[src/affine_defs.svh]
`ifndef AFFINE_DEFS_SVH
`define AFFINE_DEFS_SVH

// ----------------------------------------
// stream geometry
// ----------------------------------------
`define AFF_LANE_W 16  // bits per stream lane
`define AFF_LANES  4   // lanes per input beat
`define AFF_ROWS   3   // matrix rows, output lanes

// ----------------------------------------
// arithmetic
// ----------------------------------------
`define AFF_ACC_W  32  // row sum wraps here
`define AFF_FRAC   16  // coefficient fraction bits

`endif

[src/affine_pkg.sv]
`include "affine_defs.svh"

package affine_pkg;

  // signed q16 matrix coefficient
  typedef logic signed [`AFF_LANE_W-1:0] coef_t;

  // signed integer vector component
  typedef logic signed [`AFF_LANE_W-1:0] lane_t;

  // one matrix row, lane 0 in the low bits
  typedef coef_t [`AFF_LANES-1:0] coef_row_t;

  // one input word, either a matrix row or a vector
  typedef union packed {
    coef_row_t coef;  // matrix beat
    struct packed {
      lane_t w;
      lane_t z;
      lane_t y;
      lane_t x;       // low lane
    } vec;            // vector beat
  } beat_t;

  // transformed vector, x in the low lane
  typedef coef_t [`AFF_ROWS-1:0] result_t;

endpackage

[src/affine_mac.sv]
`timescale 1ns/1ns
`include "affine_defs.svh"

module affine_mac (
  input  logic                                   aclk,
  input  logic                                   aresetn,

  // from the loader
  input  logic                                   vec_valid,
  input  affine_pkg::beat_t                      vec,
  input  logic                                   vec_last,
  input  affine_pkg::coef_row_t [`AFF_ROWS-1:0]  coef,
  output logic                                   advance,

  // output stream
  output affine_pkg::result_t                    m_tdata,
  output logic                                   m_tvalid,
  output logic                                   m_tlast,
  input  logic                                   m_tready
);

  localparam int PROD_W = 2 * `AFF_LANE_W;  // full signed product
  localparam int RES_LO = `AFF_FRAC - `AFF_LANE_W;

  affine_pkg::lane_t           lane   [`AFF_LANES];
  logic signed [PROD_W-1:0]    prod   [`AFF_ROWS][`AFF_LANES];
  logic signed [`AFF_ACC_W-1:0] sum_d [`AFF_ROWS];
  logic signed [`AFF_ACC_W-1:0] sum_q [`AFF_ROWS];

  logic s1_valid;
  logic s1_last;
  logic s2_valid;
  logic s2_last;

  // one enable for the whole pipe, empty slot or sink ready
  assign advance = ~m_tvalid | m_tready;

  // vector lanes in coefficient column order
  assign lane[0] = vec.vec.x;
  assign lane[1] = vec.vec.y;
  assign lane[2] = vec.vec.z;
  assign lane[3] = vec.vec.w;

  // ----------------------------------------
  // stage 1, products
  // ----------------------------------------
  // bank is sampled here, so a later reload cannot reach this vector
  always_ff @(posedge aclk) begin
    if (advance) begin
      for (int r = 0; r < `AFF_ROWS; r++) begin
        for (int c = 0; c < `AFF_LANES; c++) begin
          prod[r][c] <= $signed(coef[r][c]) * $signed(lane[c]);
        end
      end
    end
  end

  // ----------------------------------------
  // stage 2, row sums
  // ----------------------------------------
  always_comb begin
    for (int r = 0; r < `AFF_ROWS; r++) begin
      sum_d[r] = '0;
      for (int c = 0; c < `AFF_LANES; c++) begin
        sum_d[r] = sum_d[r] + `AFF_ACC_W'(prod[r][c]);  // wraps
      end
    end
  end

  always_ff @(posedge aclk) begin
    if (advance) begin
      sum_q <= sum_d;
    end
  end

  // ----------------------------------------
  // stage 3, output register
  // ----------------------------------------
  // vector lanes are q0, so the sum is already q16
  always_ff @(posedge aclk) begin
    if (advance) begin
      for (int r = 0; r < `AFF_ROWS; r++) begin
        m_tdata[r] <= sum_q[r][RES_LO +: `AFF_LANE_W];
      end
    end
  end

  // ----------------------------------------
  // valid and last tracking
  // ----------------------------------------
  always_ff @(posedge aclk or negedge aresetn) begin
    if (!aresetn) begin
      s1_valid <= 1'b0;
      s1_last  <= 1'b0;
      s2_valid <= 1'b0;
      s2_last  <= 1'b0;
      m_tvalid <= 1'b0;
      m_tlast  <= 1'b0;
    end else if (advance) begin
      s1_valid <= vec_valid;
      s1_last  <= vec_last & vec_valid;  // only a real vector ends a frame
      s2_valid <= s1_valid;
      s2_last  <= s1_last;
      m_tvalid <= s2_valid;
      m_tlast  <= s2_last;
    end
  end

endmodule

[src/affine_stream_top.sv]
`timescale 1ns/1ns
`include "affine_defs.svh"

module affine_stream_top (
  input  logic                 aclk,
  input  logic                 aresetn,

  // input stream, matrix rows then vectors
  input  affine_pkg::beat_t    s_tdata,
  input  logic                 s_tvalid,
  output logic                 s_tready,
  input  logic                 s_tlast,

  // output stream, one beat per vector
  output affine_pkg::result_t  m_tdata,
  output logic                 m_tvalid,
  input  logic                 m_tready,
  output logic                 m_tlast
);

  logic                                   advance;
  logic                                   vec_valid;
  affine_pkg::beat_t                      vec;
  logic                                   vec_last;
  affine_pkg::coef_row_t [`AFF_ROWS-1:0]  coef;

  // ----------------------------------------
  // beat sequencer
  // ----------------------------------------
  frame_loader u_loader (
    .aclk      (aclk),
    .aresetn   (aresetn),
    .s_tdata   (s_tdata),
    .s_tvalid  (s_tvalid),
    .s_tlast   (s_tlast),
    .s_tready  (s_tready),
    .advance   (advance),
    .vec_valid (vec_valid),
    .vec       (vec),
    .vec_last  (vec_last),
    .coef      (coef)
  );

  // ----------------------------------------
  // multiply-accumulate pipe
  // ----------------------------------------
  affine_mac u_mac (
    .aclk      (aclk),
    .aresetn   (aresetn),
    .vec_valid (vec_valid),
    .vec       (vec),
    .vec_last  (vec_last),
    .coef      (coef),
    .advance   (advance),      // back-pressure to the loader
    .m_tdata   (m_tdata),
    .m_tvalid  (m_tvalid),
    .m_tlast   (m_tlast),
    .m_tready  (m_tready)
  );

endmodule

[src/frame_loader.sv]
`timescale 1ns/1ns
`include "affine_defs.svh"

module frame_loader (
  input  logic                                   aclk,
  input  logic                                   aresetn,

  // input stream
  input  affine_pkg::beat_t                      s_tdata,
  input  logic                                   s_tvalid,
  input  logic                                   s_tlast,
  output logic                                   s_tready,

  // towards the mac pipe
  input  logic                                   advance,
  output logic                                   vec_valid,
  output affine_pkg::beat_t                      vec,
  output logic                                   vec_last,
  output affine_pkg::coef_row_t [`AFF_ROWS-1:0]  coef
);

  typedef enum logic {
    ST_LOAD,    // taking matrix rows
    ST_STREAM   // taking vectors
  } state_t;

  localparam logic [1:0] LAST_ROW = 2'(`AFF_ROWS - 1);

  state_t     state;
  logic [1:0] row;      // next matrix row to write
  logic       accept;   // beat handshake this cycle

  // ----------------------------------------
  // handshake
  // ----------------------------------------
  // the pipe decides when anything moves, in both states
  assign s_tready = advance;
  assign accept   = s_tvalid & advance;

  // ----------------------------------------
  // frame state
  // ----------------------------------------
  always_ff @(posedge aclk or negedge aresetn) begin
    if (!aresetn) begin
      state <= ST_LOAD;
      row   <= 2'd0;
    end else if (accept) begin
      case (state)
        ST_LOAD: begin
          if (row == LAST_ROW) begin
            state <= ST_STREAM;   // matrix complete
            row   <= 2'd0;
          end else begin
            row <= row + 2'd1;
          end
        end
        ST_STREAM: begin
          if (s_tlast) begin
            state <= ST_LOAD;     // frame done, reload
          end
        end
        default: begin
          state <= ST_LOAD;
        end
      endcase
    end
  end

  // ----------------------------------------
  // coefficient bank
  // ----------------------------------------
  // s_tlast is ignored on matrix beats
  always_ff @(posedge aclk or negedge aresetn) begin
    if (!aresetn) begin
      coef <= '0;
    end else if (accept && state == ST_LOAD) begin
      coef[row] <= s_tdata.coef;  // row view of the beat
    end
  end

  // ----------------------------------------
  // vector steering
  // ----------------------------------------
  assign vec_valid = accept & (state == ST_STREAM);
  assign vec       = s_tdata;   // mac reads the vec view
  assign vec_last  = s_tlast;

endmodule

[config.mk]
export PLATFORM = sky130hd
export DESIGN_NAME = affine_stream_top
export DESIGN_NICKNAME = d
export VERILOG_FILES = /design/src/affine_pkg.sv /design/src/affine_mac.sv /design/src/affine_stream_top.sv /design/src/frame_loader.sv
export VERILOG_INCLUDE_DIRS = /design/src /design/src/src
export SDC_FILE = /design/constraint.sdc
export NUM_CORES = 2
export LEC_CHECK = 0
export ABC_AREA = 1
export BUFFER_PORTS_ARGS = -buffer_cell sky130_fd_sc_hd__buf_4
export CORE_UTILIZATION = 35
export CTS_CLUSTER_SIZE = 16
export DETAILED_ROUTE_END_ITERATION = 10
export PLACE_DENSITY = 0.57
export SYNTH_ARGS = -nofsm -noshare
export SYNTH_HDL_FRONTEND = slang
export SYNTH_SLANG_ARGS = --single-unit
[constraint.sdc]
create_clock -name aclk -period 7.6 [get_ports aclk]
set_input_delay 1.14 -clock aclk [delete_from_list [all_inputs] [get_ports aclk]]
set_output_delay 1.14 -clock aclk [all_outputs]
set_load 0.01 [all_outputs]
* Word-level counts from Yosys, hierarchy flattened
Memory sizes are Yosys's and may differ from the RTL's. Index checks and enable logic that the tools add are counted.
Operators by class: add/subtract/negate cells 10, multiply operators 12, order comparisons 2, equality and inequality tests 1, muxes and demuxes 9, bitwise gates (word level) 6, reduce and logical (&&, ||, !) cells 3
Operator list (number):
- $mul A16 B16 Y32 | 12
- $bwmux W192 | 1
- $add A16 B16 Y16 | 9
- $demux W64 S2 | 1
- $mux W64 | 1
- $mux W1 | 4
- $and A1 B1 Y1 | 3
- $lt A2 B3 Y1 const B | 1
- $add A2 B1 Y2 const B | 1
- $eq A2 B2 Y1 const B | 1
- $ge A2 B1 Y1 const B | 1
- $logic_and A1 B1 Y1 | 2
- $mux W2 | 1
- $not A1 Y1 | 2
- $pmux W1 S2 | 1
- $reduce_and A2 Y1 | 1
- $or A1 B1 Y1 | 1
Word-level totals: bits in registers 297, memory bits (writable) 384, input bits 69, output and inout bits 51, logic and storage cells 70, memories 1
Memories:
- u_mac.prod | depth 3, bits a word 128, read ports 3, clocked after Yosys merged registers in 0, wr ports 3, RTL line affine_mac.sv:26 | logic signed [PROD_W-1:0] prod [`AFF_ROWS][`AFF_LANES];

* Logic depth before layout (Yosys ltp)
depth in word-level cells 5, mapped depth 31, mapped depth without buffers 29

* By module
From an unflattened synthesis, not the netlist that was laid out.
Second synthesis, totals: cell total of the unflattened synthesis 9356, area total of the unflattened synthesis 74221.2 µm²
Modules (own cells, without submodules):
- affine_mac | instances 1, cells each 8439, area an instance 65988.3 µm², sequential area each 8798.4 µm²
- frame_loader | instances 1, cells each 917, area an instance 8232.9 µm², sequential area each 4879.7 µm²

* Worst setup path after synthesis
Ideal clock, no wire load.
path type input port to flip-flop, start in s_tdata[50] (netlist bit), end mem u_mac.prod[2][15] (netlist bit), data pin, setup time 0.252 ns, data arrival time 6.011 ns, data required time 7.348 ns, path slack 1.337 ns, stages on the path 24, buffers on the path 3, path through buf_2 -> clkbuf_1 -> buf_1 -> nand2_1 -> fa_1 -> fa_1 -> inv_1 -> fa_1 -> inv_1 -> fa_1 -> inv_1 -> fa_1 -> inv_1 -> fa_1 -> inv_1 -> ha_1 -> nand2_1 -> nor2_1 -> nand2_1 -> o211ai_1 -> a31oi_1 -> inv_1 -> nand2_1 -> nand2_1
RTL lines:
- start: declaration | RTL line affine_stream_top.sv:9 | input affine_pkg::beat_t s_tdata,
- end: declaration | RTL line affine_mac.sv:26

==> results.sh <==
export IMPL_path_cells="buf_4, nand2_1, fa_1, fa_1, inv_1, fa_1, inv_1, fa_1, inv_1, fa_1, inv_1, fa_1, inv_1, ha_1, nand2_1, o21ai_0, nand2_1, a21oi_1, nor2_1, nand2_1, nand2_1"
export IMPL_ant_nets=0
export IMPL_fmax_ghz=0.1704
export IMPL_reg2reg_depth=19
export IMPL_startpoint="s_tdata[49]"
export IMPL_syn_area_per_cell_sq_um=7.918
export IMPL_drc=0
export IMPL_finalCritPeriodShare_pct=77.23
export IMPL_ys_ff_latch=489
export IMPL_skew_ps=39.14
export IMPL_ctsHtreeMaxLevel=3
export IMPL_finalHoldViolCount=0
export IMPL_ys_async_sr_fraction_pct=41.10
export IMPL_maxSlewViolCount=0
export IMPL_min_delay_path_class="register to register"
export IMPL_drt_iter0_drc=3342
export IMPL_wire_per_inst_um=16.10
export IMPL_clock_latency_ps=680
export IMPL_rsz0062_at_grt="false"
export IMPL_slowest_delay_ps=550
export IMPL_initial_core_util_pct=35.36
export IMPL_yosysSeqAreaShare_pct=18.63
export IMPL_clock_path_buffers=3
export IMPL_io_pins=120
export IMPL_post_cts_resized=0
export IMPL_syn_area_sq_um=73440
export IMPL_syn_to_final_growth_pct=7.086
export IMPL_crit_path_end_kind="register"
export IMPL_syn_nets=11159
export IMPL_grt_overflow=0
export IMPL_path_clk_slew_ps=50
export IMPL_cts_tree="yes"
export IMPL_wirelength_mm=192.0
export IMPL_num_rows=167
export IMPL_syn_inst=9275
export IMPL_cts_buffers=67
export IMPL_final_setup_worst_slack_ps=1731
export IMPL_vias_per_cell=4.659
export IMPL_gp_congestion=0.8761
export IMPL_setup_tns_ps=0
export IMPL_holdPathStages=0
export IMPL_reg2reg_to="u_mac.prod[1][15]"
export IMPL_ctsRootBufferMaster="clkbuf_16"
export IMPL_cts_sinks=489
export IMPL_cp_slowest_cell="fa_1"
export IMPL_cts_hold_buf=0
export IMPL_min_period_ps=5869
export IMPL_grt_pass1_wl_mm=313.0
export IMPL_dpl_hpwl_mm=147.7
export IMPL_crit_path_max_fanout=47
export IMPL_slew_limit_headroom_pct=32.98
export IMPL_vias=55573
export IMPL_worstMarginPinSlew_ps=1005
export IMPL_place_area_sq_um=76330
export IMPL_rrSetupSlack_ps=1870
export IMPL_r2r_start="u_loader.coef[114]"
export IMPL_port_buffers=119
export IMPL_finish_instance_area_sq_um=78640
export IMPL_cp_data_arrival_time_ps=6270
export IMPL_drive_above_1_share_pct=2.877
export IMPL_track_usage_pct=18.74
export IMPL_ys_warn_count=0
export IMPL_yosys_most_used_dff="edfxtp_1"
export IMPL_ys_types=43
export IMPL_die_x_um=460.1
export IMPL_coreArea_sq_um=207700
export IMPL_critPathMostFrequentCell="fa_1"
export IMPL_finalNetCount=10974
export IMPL_antenna_found_initial=6
export IMPL_critPathCapture="u_mac.prod[1][14]"
export IMPL_antennaDiodeCount=0
export IMPL_grt_max_degree=178
export IMPL_post_cts_buffers=0
export IMPL_dr_pass1_iters=6
export IMPL_dp_slack_ps=1057
export IMPL_grt_pass1_vias=58687
export IMPL_outcome="finished, final reports clean"
export IMPL_start_kind="input pin"
export IMPL_cap_violations=0
export IMPL_setup_worst_path_class="input pin to register"
export IMPL_die_area_sq_um=211700
export IMPL_synth_edf_count=288
export IMPL_finalSetupViolCount=0
export IMPL_die_height_um=460.1
export IMPL_worst_ep_required_time_ps=8010
## placed cells by master, fill, tap and decap left out, types with 6 or more instances in the layout
cell type	instances
a21oi_1	200
inv_1	2658
clkbuf_16	68
clkinv_2	8
nor3_1	8
buf_4	128
o21ai_1	33
xor2_1	178
nand4_1	23
nand3b_1	52
xnor2_1	97
o211ai_1	12
ha_1	777
dfrtp_1	201
inv_2	7
bufinv_16	7
edfxtp_1	288
clkbuf_8	6
clkbuf_1	9
nand2_2	6
o2111ai_1	11
inv_6	6
nor2_1	89
o21ai_0	219
o21bai_1	6
fa_1	1038
nand3_1	230
a31oi_1	17
nand2_1	2678
a21o_1	32
## state kept, by name (all words and copies together) (netlist names)
signal,count
u_loader.coef,192
u_loader.row,2
u_loader.state,1
u_mac.m_tdata,48
u_mac.m_tlast,1
u_mac.m_tvalid,1
u_mac.prod,192
u_mac.s1_last,1
u_mac.s1_valid,1
u_mac.s2_last,1
u_mac.s2_valid,1
u_mac.sum_q,48
## worst max-delay path, delay by kind of cell
kind | cells | cell delay, ps
fa+ha+maj | 7 | 3410
compound gates | 2 | 480
simple gates | 6 | 480
buf+inv | 6 | 740
## cells by family (layout without fill, tap and decap cells)
group	Yosys count	in the layout	share of synthesized area, %
compound gates	536	536	3.927
xor+xnor	277	277	3.324
fa+ha+maj	1815	1815	41.53
buf+inv	3051	2916	15.86
flops	489	489	18.63
simple gates	3107	3107	16.73
## cell usage after synthesis, types with 4 or more instances
library cell | n | area, sq um
ha_1 | 777 | 9722
edfxtp_1 | 288 | 8648
o21bai_1 | 6 | 45.04
nand2_1 | 2678 | 10050
nand3_1 | 233 | 1166
clkbuf_1 | 177 | 664.4
xor2_1 | 178 | 1559
o211ai_1 | 12 | 90.09
a31oi_1 | 17 | 106.4
buf_4 | 4 | 30.03
nor3_1 | 8 | 40.04
buf_2 | 109 | 545.5
inv_1 | 2658 | 9977
o2111ai_1 | 11 | 96.34
fa_1 | 1038 | 20780
and2_1 | 5 | 31.28
a21o_1 | 32 | 240.2
a21oi_1 | 200 | 1001
nor2_1 | 89 | 334.1
o21ai_0 | 219 | 1096
o21ai_1 | 33 | 165.2
nand2_2 | 6 | 37.54
nand3b_1 | 52 | 390.4
nand4_1 | 23 | 143.9
buf_1 | 87 | 326.6
dfrtp_1 | 201 | 5030
inv_2 | 8 | 30.03
xnor2_1 | 97 | 849.6
## layout make-up
type                       count  area [sq um]
fill                       21340        129100
clock buffer                  83          1818
multi-input combinational   5735         48150
inverter                    2667         10020
tap                         2788          3488
sequential                   489         13680
clock inverter                36         491.7
timing repair buffer         130         996.0
## stage by stage
step,hold slack [ps],util [%],std cells
after floorplan,400.3,-,9275
after global placement,403.2,36.75,11809
after detailed placement,404.5,36.75,11809
after CTS,418.0,37.86,11928
after global routing,421.4,37.86,11928
final,415.5,37.86,11928
## layer usage
layer	routed length [um]	up-vias	global-route usage (%)
met3	9031	287	1.953
met2	92810	1273	32.45
met4	5252	0	5.382
met1	84940	27436	24.58
li1	-	26577	-
met5	0	-	0
## how the worst min path moves through the flow
stage,start,endpoint,slack (ps)
floorplan,u_mac.sum_q[64],u_mac.m_tdata[0],400
detailed placement,u_mac.sum_q[35],u_mac.m_tdata[19],400
global route,u_mac.sum_q[13],u_mac.m_tdata[45],420
global placement,u_mac.sum_q[42],u_mac.m_tdata[26],400
CTS,u_mac.sum_q[35],u_mac.m_tdata[19],420
finish,u_mac.sum_q[35],u_mac.m_tdata[19],420
Power is not shown: default switching activity piles up to over one toggle a cycle in this logic, so the estimate is an artifact.
